===== config.mk =====
export PLATFORM = sky130hd
export DESIGN_NAME = backend_top
export DESIGN_NICKNAME = d
export VERILOG_FILES = /design/src/hdl/ooo_pkg.sv /design/src/hdl/rename_map.sv /design/src/hdl/dispatch_unit.sv /design/src/hdl/phys_regfile.sv /design/src/hdl/reorder_buffer.sv /design/src/hdl/exec_units.sv /design/src/hdl/cdb_broadcaster.sv /design/src/hdl/backend_top.sv
export SDC_FILE = /design/constraint.sdc
export NUM_CORES = 1
export LEC_CHECK = 0
export ABC_AREA = 1
export BUFFER_PORTS_ARGS = -buffer_cell sky130_fd_sc_hd__buf_2
export CAP_MARGIN = 20
export CORE_ASPECT_RATIO = 1.5
export CORE_MARGIN = 2
export CORE_UTILIZATION = 30
export DETAILED_ROUTE_END_ITERATION = 8
export REMOVE_ABC_BUFFERS = 1
export SLEW_MARGIN = 0
export SYNTH_ARGS = -nofsm -noshare
export SYNTH_HDL_FRONTEND = slang
export SYNTH_SLANG_ARGS = --single-unit
export TNS_END_PERCENT = 20

===== constraint.sdc =====
create_clock -name clk_i -period 8.03 [get_ports clk_i]
set_input_delay 1.2045 -clock clk_i [delete_from_list [all_inputs] [get_ports clk_i]]
set_output_delay 1.2045 -clock clk_i [all_outputs]
set_load 0.01 [all_outputs]

===== src/hdl/ooo_pkg.sv =====
/* Out-of-order backend package
   Machine sizes, tag and index types, opcode encoding */

package ooo_pkg;

    // --------------------------------------------------
    // Machine sizes
    // --------------------------------------------------
    localparam int XLEN       = 16;
    localparam int ARCH_REGS  = 8;
    localparam int PHYS_REGS  = 16;
    localparam int ROB_DEPTH  = 8;
    localparam int MUL_STAGES = 3;
    // Tags not covered by the reset mapping
    localparam int FL_DEPTH   = PHYS_REGS - ARCH_REGS;

    // --------------------------------------------------
    // Types
    // --------------------------------------------------
    typedef logic [XLEN-1:0] word_t;
    typedef logic [2:0]      arch_t;
    typedef logic [3:0]      ptag_t;
    typedef logic [2:0]      rob_idx_t;

    // LI passes the immediate through the ALU
    typedef enum logic [1:0] {
        OP_LI  = 2'd0,
        OP_ADD = 2'd1,
        OP_SUB = 2'd2,
        OP_MUL = 2'd3
    } op_e;

endpackage


===== src/hdl/rename_map.sv =====
/* Register rename map
   Map table plus free-list queue of physical tags */

`timescale 1ns/100ps

module rename_map (
    input  logic          clk_i,
    input  logic          rst_i,
    // Dispatch side
    input  logic          alloc_i,
    input  ooo_pkg::arch_t rd_i,
    input  ooo_pkg::arch_t rs1_i,
    input  ooo_pkg::arch_t rs2_i,
    // Retire side
    input  logic          free_i,
    input  ooo_pkg::ptag_t free_tag_i,
    // Lookups
    output ooo_pkg::ptag_t src1_tag_o,
    output ooo_pkg::ptag_t src2_tag_o,
    output ooo_pkg::ptag_t new_tag_o,
    output ooo_pkg::ptag_t old_tag_o,
    output logic          fl_empty_o
);

    typedef logic [$clog2(ooo_pkg::FL_DEPTH)-1:0] fl_ptr_t;
    typedef logic [$clog2(ooo_pkg::FL_DEPTH):0]   fl_cnt_t;

    ooo_pkg::ptag_t map_q [ooo_pkg::ARCH_REGS];
    ooo_pkg::ptag_t fl_q  [ooo_pkg::FL_DEPTH];
    fl_ptr_t        fl_head_q;
    fl_ptr_t        fl_tail_q;
    fl_cnt_t        fl_cnt_q;

    // --------------------------------------------------
    // Combinational lookups
    // --------------------------------------------------
    assign src1_tag_o = map_q[rs1_i];
    assign src2_tag_o = map_q[rs2_i];
    // Previous mapping of rd, freed when this instruction retires
    assign old_tag_o  = map_q[rd_i];
    assign new_tag_o  = fl_q[fl_head_q];
    assign fl_empty_o = (fl_cnt_q == '0);

    // --------------------------------------------------
    // Map table and free-list update
    // --------------------------------------------------
    always_ff @(posedge clk_i) begin
        if (rst_i) begin
            // Identity mapping, upper tags all free
            for (int r = 0; r < ooo_pkg::ARCH_REGS; r++) begin
                map_q[r] <= ooo_pkg::ptag_t'(r);
            end
            for (int i = 0; i < ooo_pkg::FL_DEPTH; i++) begin
                fl_q[i] <= ooo_pkg::ptag_t'(ooo_pkg::ARCH_REGS + i);
            end
            fl_head_q <= '0;
            fl_tail_q <= '0;
            fl_cnt_q  <= fl_cnt_t'(ooo_pkg::FL_DEPTH);
        end else begin
            if (alloc_i) begin
                map_q[rd_i] <= fl_q[fl_head_q];
                fl_head_q   <= fl_head_q + fl_ptr_t'(1);
            end
            if (free_i) begin
                fl_q[fl_tail_q] <= free_tag_i;
                fl_tail_q       <= fl_tail_q + fl_ptr_t'(1);
            end
            // Push and pop together leave the count alone
            case ({alloc_i, free_i})
                2'b10:   fl_cnt_q <= fl_cnt_q - fl_cnt_t'(1);
                2'b01:   fl_cnt_q <= fl_cnt_q + fl_cnt_t'(1);
                default: fl_cnt_q <= fl_cnt_q;
            endcase
        end
    end

endmodule


===== src/hdl/dispatch_unit.sv =====
/* In-order dispatch
   Issue condition and operand routing to ALU or multiplier */

`timescale 1ns/100ps

module dispatch_unit (
    // Incoming instruction
    input  logic           inst_valid_i,
    input  ooo_pkg::op_e   inst_op_i,
    input  ooo_pkg::word_t inst_imm_i,
    output logic           inst_ready_o,
    // Source operands from the PRF
    input  logic           src1_ready_i,
    input  logic           src2_ready_i,
    input  ooo_pkg::word_t src1_val_i,
    input  ooo_pkg::word_t src2_val_i,
    // Resource levels
    input  logic           rob_full_i,
    input  logic           fl_empty_i,
    input  logic           alu_accept_i,
    input  logic           mul_accept_i,
    // Issue
    output logic           alloc_o,
    output logic           alu_issue_o,
    output logic           mul_issue_o,
    output ooo_pkg::word_t opa_o,
    output ooo_pkg::word_t opb_o
);

    logic is_mul;
    logic is_li;
    logic srcs_ok;
    logic unit_ok;

    assign is_mul = (inst_op_i == ooo_pkg::OP_MUL);
    assign is_li  = (inst_op_i == ooo_pkg::OP_LI);

    // No reservation station, so wait for both operands here
    assign srcs_ok = is_li || (src1_ready_i && src2_ready_i);
    assign unit_ok = is_mul ? mul_accept_i : alu_accept_i;

    assign inst_ready_o = !rob_full_i && !fl_empty_i && srcs_ok && unit_ok;

    // Fire event
    assign alloc_o     = inst_valid_i && inst_ready_o;
    assign alu_issue_o = alloc_o && !is_mul;
    assign mul_issue_o = alloc_o && is_mul;

    // Immediate replaces rs1 for LI
    assign opa_o = is_li ? inst_imm_i : src1_val_i;
    assign opb_o = src2_val_i;

endmodule


===== src/hdl/phys_regfile.sv =====
/* Physical register file
   Values and ready bits, two read ports, written from the CDB */

`timescale 1ns/100ps

module phys_regfile (
    input  logic           clk_i,
    input  logic           rst_i,
    // Allocation of a new destination tag
    input  logic           alloc_i,
    input  ooo_pkg::ptag_t alloc_tag_i,
    // Read ports
    input  ooo_pkg::ptag_t rd1_tag_i,
    input  ooo_pkg::ptag_t rd2_tag_i,
    output ooo_pkg::word_t rd1_val_o,
    output ooo_pkg::word_t rd2_val_o,
    output logic           rd1_ready_o,
    output logic           rd2_ready_o,
    // CDB write
    input  logic           cdb_valid_i,
    input  ooo_pkg::ptag_t cdb_tag_i,
    input  ooo_pkg::word_t cdb_value_i
);

    ooo_pkg::word_t                 val_q [ooo_pkg::PHYS_REGS];
    logic [ooo_pkg::PHYS_REGS-1:0]  ready_q;

    assign rd1_val_o   = val_q[rd1_tag_i];
    assign rd2_val_o   = val_q[rd2_tag_i];
    assign rd1_ready_o = ready_q[rd1_tag_i];
    assign rd2_ready_o = ready_q[rd2_tag_i];

    always_ff @(posedge clk_i) begin
        if (rst_i) begin
            // Registers read as zero after reset
            ready_q <= '1;
            for (int i = 0; i < ooo_pkg::PHYS_REGS; i++) begin
                val_q[i] <= '0;
            end
        end else begin
            // Alloc and CDB never target the same tag
            if (alloc_i) begin
                ready_q[alloc_tag_i] <= 1'b0;
            end
            if (cdb_valid_i) begin
                ready_q[cdb_tag_i] <= 1'b1;
                val_q[cdb_tag_i]   <= cdb_value_i;
            end
        end
    end

endmodule


===== src/hdl/reorder_buffer.sv =====
/* Reorder buffer
   Circular buffer of in-flight instructions, retires in program order */

`timescale 1ns/100ps

module reorder_buffer (
    input  logic              clk_i,
    input  logic              rst_i,
    // Allocation at the tail
    input  logic              alloc_i,
    input  ooo_pkg::arch_t    alloc_rd_i,
    input  ooo_pkg::ptag_t    alloc_old_tag_i,
    output ooo_pkg::rob_idx_t tail_o,
    output logic              full_o,
    // Completion from the CDB
    input  logic              cdb_valid_i,
    input  ooo_pkg::rob_idx_t cdb_rob_i,
    input  ooo_pkg::word_t    cdb_value_i,
    // Retire port
    output logic              rt_valid_o,
    output ooo_pkg::arch_t    rt_rd_o,
    output ooo_pkg::word_t    rt_value_o,
    // Tag recycling
    output logic              free_o,
    output ooo_pkg::ptag_t    free_tag_o
);

    typedef logic [$clog2(ooo_pkg::ROB_DEPTH):0] cnt_t;

    // Entry payload
    ooo_pkg::arch_t  rd_q    [ooo_pkg::ROB_DEPTH];
    ooo_pkg::ptag_t  old_q   [ooo_pkg::ROB_DEPTH];
    ooo_pkg::word_t  val_q   [ooo_pkg::ROB_DEPTH];
    // Control state
    logic [ooo_pkg::ROB_DEPTH-1:0] done_q;
    ooo_pkg::rob_idx_t             head_q;
    ooo_pkg::rob_idx_t             tail_q;
    cnt_t                          cnt_q;
    logic                          retire;

    // --------------------------------------------------
    // Retire of the head entry
    // --------------------------------------------------
    assign retire     = (cnt_q != '0) && done_q[head_q];
    assign rt_valid_o = retire;
    assign rt_rd_o    = rd_q[head_q];
    assign rt_value_o = val_q[head_q];
    assign free_o     = retire;
    assign free_tag_o = old_q[head_q];

    assign tail_o = tail_q;
    // Depth is a power of two, top count bit means full
    assign full_o = cnt_q[$clog2(ooo_pkg::ROB_DEPTH)];

    always_ff @(posedge clk_i) begin
        if (rst_i) begin
            done_q <= '0;
            head_q <= '0;
            tail_q <= '0;
            cnt_q  <= '0;
        end else begin
            if (alloc_i) begin
                done_q[tail_q] <= 1'b0;
                tail_q         <= tail_q + ooo_pkg::rob_idx_t'(1);
            end
            // In-flight entry, never the slot being allocated
            if (cdb_valid_i) begin
                done_q[cdb_rob_i] <= 1'b1;
            end
            if (retire) begin
                head_q <= head_q + ooo_pkg::rob_idx_t'(1);
            end
            case ({alloc_i, retire})
                2'b10:   cnt_q <= cnt_q + cnt_t'(1);
                2'b01:   cnt_q <= cnt_q - cnt_t'(1);
                default: cnt_q <= cnt_q;
            endcase
        end
    end

    always_ff @(posedge clk_i) begin
        if (alloc_i) begin
            rd_q[tail_q]  <= alloc_rd_i;
            old_q[tail_q] <= alloc_old_tag_i;
        end
        if (cdb_valid_i) begin
            val_q[cdb_rob_i] <= cdb_value_i;
        end
    end

endmodule


===== src/hdl/exec_units.sv =====
/* Execution units
   One-cycle ALU and pipelined multiplier, results held until granted */

`timescale 1ns/100ps

module exec_units (
    input  logic              clk_i,
    input  logic              rst_i,
    // Issue from dispatch
    input  logic              alu_issue_i,
    input  logic              mul_issue_i,
    input  ooo_pkg::op_e      op_i,
    input  ooo_pkg::word_t    opa_i,
    input  ooo_pkg::word_t    opb_i,
    input  ooo_pkg::ptag_t    tag_i,
    input  ooo_pkg::rob_idx_t rob_i,
    output logic              alu_accept_o,
    output logic              mul_accept_o,
    // Requests toward the broadcaster
    input  logic              alu_grant_i,
    input  logic              mul_grant_i,
    output logic              alu_req_o,
    output logic              mul_req_o,
    output ooo_pkg::ptag_t    alu_tag_o,
    output ooo_pkg::ptag_t    mul_tag_o,
    output ooo_pkg::rob_idx_t alu_rob_o,
    output ooo_pkg::rob_idx_t mul_rob_o,
    output ooo_pkg::word_t    alu_value_o,
    output ooo_pkg::word_t    mul_value_o
);

    localparam int LAST = ooo_pkg::MUL_STAGES - 1;

    ooo_pkg::word_t                 alu_result;
    logic [ooo_pkg::MUL_STAGES-1:0] mul_vld_q;
    ooo_pkg::ptag_t                 mul_tag_q [ooo_pkg::MUL_STAGES];
    ooo_pkg::rob_idx_t              mul_rob_q [ooo_pkg::MUL_STAGES];
    ooo_pkg::word_t                 mul_val_q [ooo_pkg::MUL_STAGES];
    logic                           mul_adv;

    // --------------------------------------------------
    // ALU with a single result slot
    // --------------------------------------------------
    always_comb begin
        case (op_i)
            ooo_pkg::OP_ADD: alu_result = opa_i + opb_i;
            ooo_pkg::OP_SUB: alu_result = opa_i - opb_i;
            // LI carries the immediate on opa
            default:         alu_result = opa_i;
        endcase
    end

    // Slot frees up in the cycle it wins the CDB
    assign alu_accept_o = !alu_req_o || alu_grant_i;

    always_ff @(posedge clk_i) begin
        if (rst_i) begin
            alu_req_o <= 1'b0;
        end else if (alu_issue_i) begin
            alu_req_o <= 1'b1;
        end else if (alu_grant_i) begin
            alu_req_o <= 1'b0;
        end
    end

    always_ff @(posedge clk_i) begin
        if (alu_issue_i) begin
            alu_tag_o   <= tag_i;
            alu_rob_o   <= rob_i;
            alu_value_o <= alu_result;
        end
    end

    // --------------------------------------------------
    // Multiplier pipeline
    // --------------------------------------------------
    // Whole pipe stalls while the last stage waits for the CDB
    assign mul_adv      = !mul_vld_q[LAST] || mul_grant_i;
    assign mul_accept_o = mul_adv;

    always_ff @(posedge clk_i) begin
        if (rst_i) begin
            mul_vld_q <= '0;
        end else if (mul_adv) begin
            mul_vld_q <= {mul_vld_q[LAST-1:0], mul_issue_i};
        end
    end

    always_ff @(posedge clk_i) begin
        if (mul_adv) begin
            // Low half of the product only
            mul_val_q[0] <= opa_i * opb_i;
            mul_tag_q[0] <= tag_i;
            mul_rob_q[0] <= rob_i;
            for (int s = 1; s < ooo_pkg::MUL_STAGES; s++) begin
                mul_val_q[s] <= mul_val_q[s-1];
                mul_tag_q[s] <= mul_tag_q[s-1];
                mul_rob_q[s] <= mul_rob_q[s-1];
            end
        end
    end

    assign mul_req_o   = mul_vld_q[LAST];
    assign mul_tag_o   = mul_tag_q[LAST];
    assign mul_rob_o   = mul_rob_q[LAST];
    assign mul_value_o = mul_val_q[LAST];

endmodule


===== src/hdl/cdb_broadcaster.sv =====
/* CDB broadcaster
   Fixed-priority arbiter, multiplier first, registered CDB output */

`timescale 1ns/100ps

module cdb_broadcaster (
    input  logic              clk_i,
    input  logic              rst_i,
    // ALU request
    input  logic              alu_req_i,
    input  ooo_pkg::ptag_t    alu_tag_i,
    input  ooo_pkg::rob_idx_t alu_rob_i,
    input  ooo_pkg::word_t    alu_value_i,
    // Multiplier request
    input  logic              mul_req_i,
    input  ooo_pkg::ptag_t    mul_tag_i,
    input  ooo_pkg::rob_idx_t mul_rob_i,
    input  ooo_pkg::word_t    mul_value_i,
    // Grants
    output logic              alu_grant_o,
    output logic              mul_grant_o,
    // CDB
    output logic              cdb_valid_o,
    output ooo_pkg::ptag_t    cdb_tag_o,
    output ooo_pkg::rob_idx_t cdb_rob_o,
    output ooo_pkg::word_t    cdb_value_o
);

    // Multiplier wins, it stalls the deeper pipe
    assign mul_grant_o = mul_req_i;
    assign alu_grant_o = alu_req_i && !mul_req_i;

    always_ff @(posedge clk_i) begin
        if (rst_i) begin
            cdb_valid_o <= 1'b0;
        end else begin
            cdb_valid_o <= alu_req_i || mul_req_i;
        end
    end

    // Winner payload, one cycle on the bus
    always_ff @(posedge clk_i) begin
        if (mul_req_i) begin
            cdb_tag_o   <= mul_tag_i;
            cdb_rob_o   <= mul_rob_i;
            cdb_value_o <= mul_value_i;
        end else if (alu_req_i) begin
            cdb_tag_o   <= alu_tag_i;
            cdb_rob_o   <= alu_rob_i;
            cdb_value_o <= alu_value_i;
        end
    end

endmodule


===== src/hdl/backend_top.sv =====
/* Out-of-order backend top level
   Dispatch, rename, PRF, ROB, execution units and CDB broadcaster */

`timescale 1ns/100ps

module backend_top (
    input  logic           clk_i,
    input  logic           rst_i,
    // Instruction input
    input  logic           inst_valid_i,
    input  ooo_pkg::op_e   inst_op_i,
    input  ooo_pkg::arch_t inst_rd_i,
    input  ooo_pkg::arch_t inst_rs1_i,
    input  ooo_pkg::arch_t inst_rs2_i,
    input  ooo_pkg::word_t inst_imm_i,
    output logic           inst_ready_o,
    // Retire port
    output logic           rt_valid_o,
    output ooo_pkg::arch_t rt_rd_o,
    output ooo_pkg::word_t rt_value_o
);

    // --------------------------------------------------
    // Rename and PRF
    // --------------------------------------------------
    ooo_pkg::ptag_t    src1_tag, src2_tag, new_tag, old_tag;
    logic              fl_empty;
    ooo_pkg::word_t    src1_val, src2_val;
    logic              src1_ready, src2_ready;
    // ROB
    logic              rob_full;
    ooo_pkg::rob_idx_t rob_tail;
    logic              rob_free;
    ooo_pkg::ptag_t    rob_free_tag;
    // Issue
    logic              alloc, alu_issue, mul_issue;
    ooo_pkg::word_t    opa, opb;
    logic              alu_accept, mul_accept;
    // Unit requests and grants
    logic              alu_req, mul_req, alu_grant, mul_grant;
    ooo_pkg::ptag_t    alu_tag, mul_tag;
    ooo_pkg::rob_idx_t alu_rob, mul_rob;
    ooo_pkg::word_t    alu_value, mul_value;
    // CDB
    logic              cdb_valid;
    ooo_pkg::ptag_t    cdb_tag;
    ooo_pkg::rob_idx_t cdb_rob;
    ooo_pkg::word_t    cdb_value;

    rename_map u_rename (
        .clk_i(clk_i), .rst_i(rst_i),
        .alloc_i(alloc), .rd_i(inst_rd_i), .rs1_i(inst_rs1_i), .rs2_i(inst_rs2_i),
        .free_i(rob_free), .free_tag_i(rob_free_tag),
        .src1_tag_o(src1_tag), .src2_tag_o(src2_tag),
        .new_tag_o(new_tag), .old_tag_o(old_tag), .fl_empty_o(fl_empty)
    );

    dispatch_unit u_dispatch (
        .inst_valid_i(inst_valid_i), .inst_op_i(inst_op_i), .inst_imm_i(inst_imm_i),
        .inst_ready_o(inst_ready_o),
        .src1_ready_i(src1_ready), .src2_ready_i(src2_ready),
        .src1_val_i(src1_val), .src2_val_i(src2_val),
        .rob_full_i(rob_full), .fl_empty_i(fl_empty),
        .alu_accept_i(alu_accept), .mul_accept_i(mul_accept),
        .alloc_o(alloc), .alu_issue_o(alu_issue), .mul_issue_o(mul_issue),
        .opa_o(opa), .opb_o(opb)
    );

    phys_regfile u_prf (
        .clk_i(clk_i), .rst_i(rst_i),
        .alloc_i(alloc), .alloc_tag_i(new_tag),
        .rd1_tag_i(src1_tag), .rd2_tag_i(src2_tag),
        .rd1_val_o(src1_val), .rd2_val_o(src2_val),
        .rd1_ready_o(src1_ready), .rd2_ready_o(src2_ready),
        .cdb_valid_i(cdb_valid), .cdb_tag_i(cdb_tag), .cdb_value_i(cdb_value)
    );

    reorder_buffer u_rob (
        .clk_i(clk_i), .rst_i(rst_i),
        .alloc_i(alloc), .alloc_rd_i(inst_rd_i), .alloc_old_tag_i(old_tag),
        .tail_o(rob_tail), .full_o(rob_full),
        .cdb_valid_i(cdb_valid), .cdb_rob_i(cdb_rob), .cdb_value_i(cdb_value),
        .rt_valid_o(rt_valid_o), .rt_rd_o(rt_rd_o), .rt_value_o(rt_value_o),
        .free_o(rob_free), .free_tag_o(rob_free_tag)
    );

    exec_units u_exec (
        .clk_i(clk_i), .rst_i(rst_i),
        .alu_issue_i(alu_issue), .mul_issue_i(mul_issue), .op_i(inst_op_i),
        .opa_i(opa), .opb_i(opb), .tag_i(new_tag), .rob_i(rob_tail),
        .alu_accept_o(alu_accept), .mul_accept_o(mul_accept),
        .alu_grant_i(alu_grant), .mul_grant_i(mul_grant),
        .alu_req_o(alu_req), .mul_req_o(mul_req),
        .alu_tag_o(alu_tag), .mul_tag_o(mul_tag),
        .alu_rob_o(alu_rob), .mul_rob_o(mul_rob),
        .alu_value_o(alu_value), .mul_value_o(mul_value)
    );

    cdb_broadcaster u_bc (
        .clk_i(clk_i), .rst_i(rst_i),
        .alu_req_i(alu_req), .alu_tag_i(alu_tag), .alu_rob_i(alu_rob),
        .alu_value_i(alu_value),
        .mul_req_i(mul_req), .mul_tag_i(mul_tag), .mul_rob_i(mul_rob),
        .mul_value_i(mul_value),
        .alu_grant_o(alu_grant), .mul_grant_o(mul_grant),
        .cdb_valid_o(cdb_valid), .cdb_tag_o(cdb_tag),
        .cdb_rob_o(cdb_rob), .cdb_value_o(cdb_value)
    );

endmodule


==> out/results.txt <==
Clock buffer depth: 3
Yosys top cell area share: 0.4566
Nets: 4,453
RSZ-0062 raised after global routing: false
Initial antenna violation count: 1
Crit Path Class: input port to flip-flop
Num ports: 51
Post-DP HPWL: 86.07 mm
Die height: 429.3 µm
Commonest non-fill, non-tap cell in the layout: nand2_1
Pin count of the biggest net entering global routing: 63
GRT Overall Usage: 0.1967
Most frequent cell on the critical path: nand2_1
Crit share post-route: 0.9379
Mapped Area: 0.03617 mm²
Sink Count: 674
Synth cell types: 56
CP Max Fanout: 22
Post-Place Worst Slack: -272.5 ps
Startpoint type of the worst setup path: input port
Routed length per instance: 20.71 µm
Final setup margin: 498.3 ps
Clock period minus worst slack: 7532 ps
Vias in the first global route: 30,190
Clock skew: 36.97 ps
Global-route wire length before repair: 183.1 mm
Max Cap Viol: 0
Router iterations before antenna repair: 7
Pwr dens: 346.8 mW/mm²
Avg Inst Size Synth: 8.870 µm²
Max incr delay on CP: 500 ps
Full die area: 0.1234 mm²
GP Congestion: 0.9445
Worst EP arrival: 8080 ps
Final std cells w/o fill: 5,896
Clock Pin Slew Worst Setup and Hold Paths: 70 ps
Post-DRT Antenna Nets: 0
Root buffer cell: clkbuf_16
Worst-margin pin slew: 1254 ps
Final wirelength: 122.1 mm
Share of post-route cells with drive strength above 1: 0.1261
Clk_lat worst skew: 650 ps
Commonest cells after routing, fill and taps aside: nand2_1 (906), nand3_1 (632), nor2_1 (610)
Status: finished clean
Placed cells: 5,770
Area growth syn-to-layout: 17.44%
GR Overflow Total: 0
WHS: 326.2 ps
Finish-stage setup viols: 0
Die Wd: 287.5 µm
EDFF count, synth: 550
Post-synthesis register bit count: 674
H-Tree Level Count: 3
Ys async rst share: 0
Max Slew Vio Count: 0
Initial Util: 0.3013
Seq/Total Area, Yosys: 0.5252
Port Buffers: 50
Primary FF master, synth: edfxtp_1
Post-DR vias/cell: 5.120
Largest cells by area after synthesis: edfxtp_1 (46%), nand2_1 (9.4%), nand3_1 (8.8%), dfxtp_1 (6.9%), nor2_1 (6.4%)
Drt first-iter violations: 3,108
Max Clock Freq: 132.8 MHz
Slowest-stage cell, CP: fa_1
Worst relative slew slack: 0.1617
Vias: 30,190
CTS tree: yes
Number of remaining DRC errors: 0
Worst Path Required: 8580 ps
CP Capture Type: flip-flop
CTS buffer count: 67
Hold Vio Cnt, Final: 0
CTS Hold Buffers Added: 0
Yosys top cell by area: edfxtp_1
P_leak: 0.01739 µW
Row cnt: 156
Worst hold path type: flip-flop to flip-flop
Total core area: 0.1200 mm²
Synthesis Warnings: 0
Post-synthesis cell count: 4,078
Peak supply drop: 0.6477 mV
-- registers in the layout, summed over array words and instances (netlist names), 4 cells and up, named ones only --
register            count
u_prf.ready_q          16
u_exec.alu_value_o     16
u_bc.cdb_value_o       16
u_rename.map_q         32
u_exec.mul_val_q       48
u_rob.done_q            8
u_rob.old_q            32
u_rob.cnt_q             4
u_rob.val_q           128
u_exec.mul_rob_q        9
u_rob.rd_q             24
u_rename.fl_q          32
u_prf.val_q           256
u_rename.fl_cnt_q       4
u_exec.alu_tag_o        4
u_exec.mul_tag_q       12
u_bc.cdb_tag_o          4
-- worst max-delay path, delay by kind of cell --
| kind | cells | cell delay, ps |
|---|---|---|
| buffers and inverters | 12 | 1140 |
| AOI/OAI and AO/OA | 4 | 550 |
| and+or+nand+nor | 23 | 2370 |
| adders and majority gates | 7 | 2760 |
-- what timing repair did --
| action | 4_1_cts | 5_1_grt |
|---|---|---|
| setup endpoints to repair | 0 | 1 |
| buffers inserted | 0 | 0 |
| gates resized for setup | 0 | 7 |
-- path summary, 6_finish.rpt --
path	startpoint	endpoint	slack (ps)	depth (start not counted)
setup reg to reg	u_rename.map_q[2][0]	u_exec.mul_val_q[0][15]	870	44
setup / recovery	inst_rs1_i[0]	u_exec.mul_val_q[0][15]	500	46
hold / removal	u_exec.mul_tag_q[0][7]	u_exec.mul_tag_q[0][11]	330	0
hold reg to reg	u_exec.mul_tag_q[0][7]	u_exec.mul_tag_q[0][11]	330	0
-- cells in the mapped netlist, types with 14 or more instances --
library cell,number
a21oi_1,78
a31oi_1,20
buf_1,14
buf_2,78
buf_4,25
buf_6,17
clkbuf_1,87
dfxtp_1,124
edfxtp_1,550
fa_1,82
ha_1,78
inv_1,292
inv_2,28
nand2_1,906
nand2_2,16
nand3_1,638
nand3b_1,14
nor2_1,616
nor3_1,26
o21ai_0,196
o21ai_1,20
o22ai_1,28
or2_2,14
xor2_1,28
-- area by class of cell --
class	count	area, µm²
flip-flops and latches	674	19000
multi-input cells	2849	14810
diodes	1	2.502
clock buffers	88	1938
repair buffers	337	3010
inverters	334	1266
fillers	12090	77560
well taps	1580	1977
clock inverters	33	478.0
-- stage by stage --
step	util	total power (µW)	TNS, ps	area, µm²
after floorplan	-	8682	-12090	35020
after global placement	0.3320	11340	-322.7	39850
after detailed placement	0.3328	11370	-272.5	39950
after CTS	0.3529	14860	0	42370
after global routing	0.3539	15900	0	42480
final	0.3539	14730	0	42480
-- cell families (layout without fill, tap and decap cells) --
group	Yosys count	in the layout	synth area share
xor+xnor	37	37	0.008959
compound gates	387	387	0.05998
buf+inv	555	792	0.06676
fa+ha+maj	160	160	0.07236
other cells	0	1	0
flops	674	674	0.5252
simple gates	2265	2265	0.2667
-- report_power, final --
part | switching (µW) | internal (µW) | total, µW
logic | 3950 | 3050 | 7000
registers | 130 | 4130 | 4260
clock network | 1380 | 2090 | 3470
-- metal layers --
| metal | vias up | track usage | wire length (µm) |
|---|---|---|---|
| met5 | - | 0 | 0 |
| met4 | 0 | 0.1215 | 8157 |
| met2 | 1306 | 0.3546 | 62320 |
| met1 | 14490 | 0.2159 | 43820 |
| met3 | 371 | 0.02673 | 7810 |
| li1 | 14020 | - | - |
No activity file was read; power rests on OpenSTA's default activity.
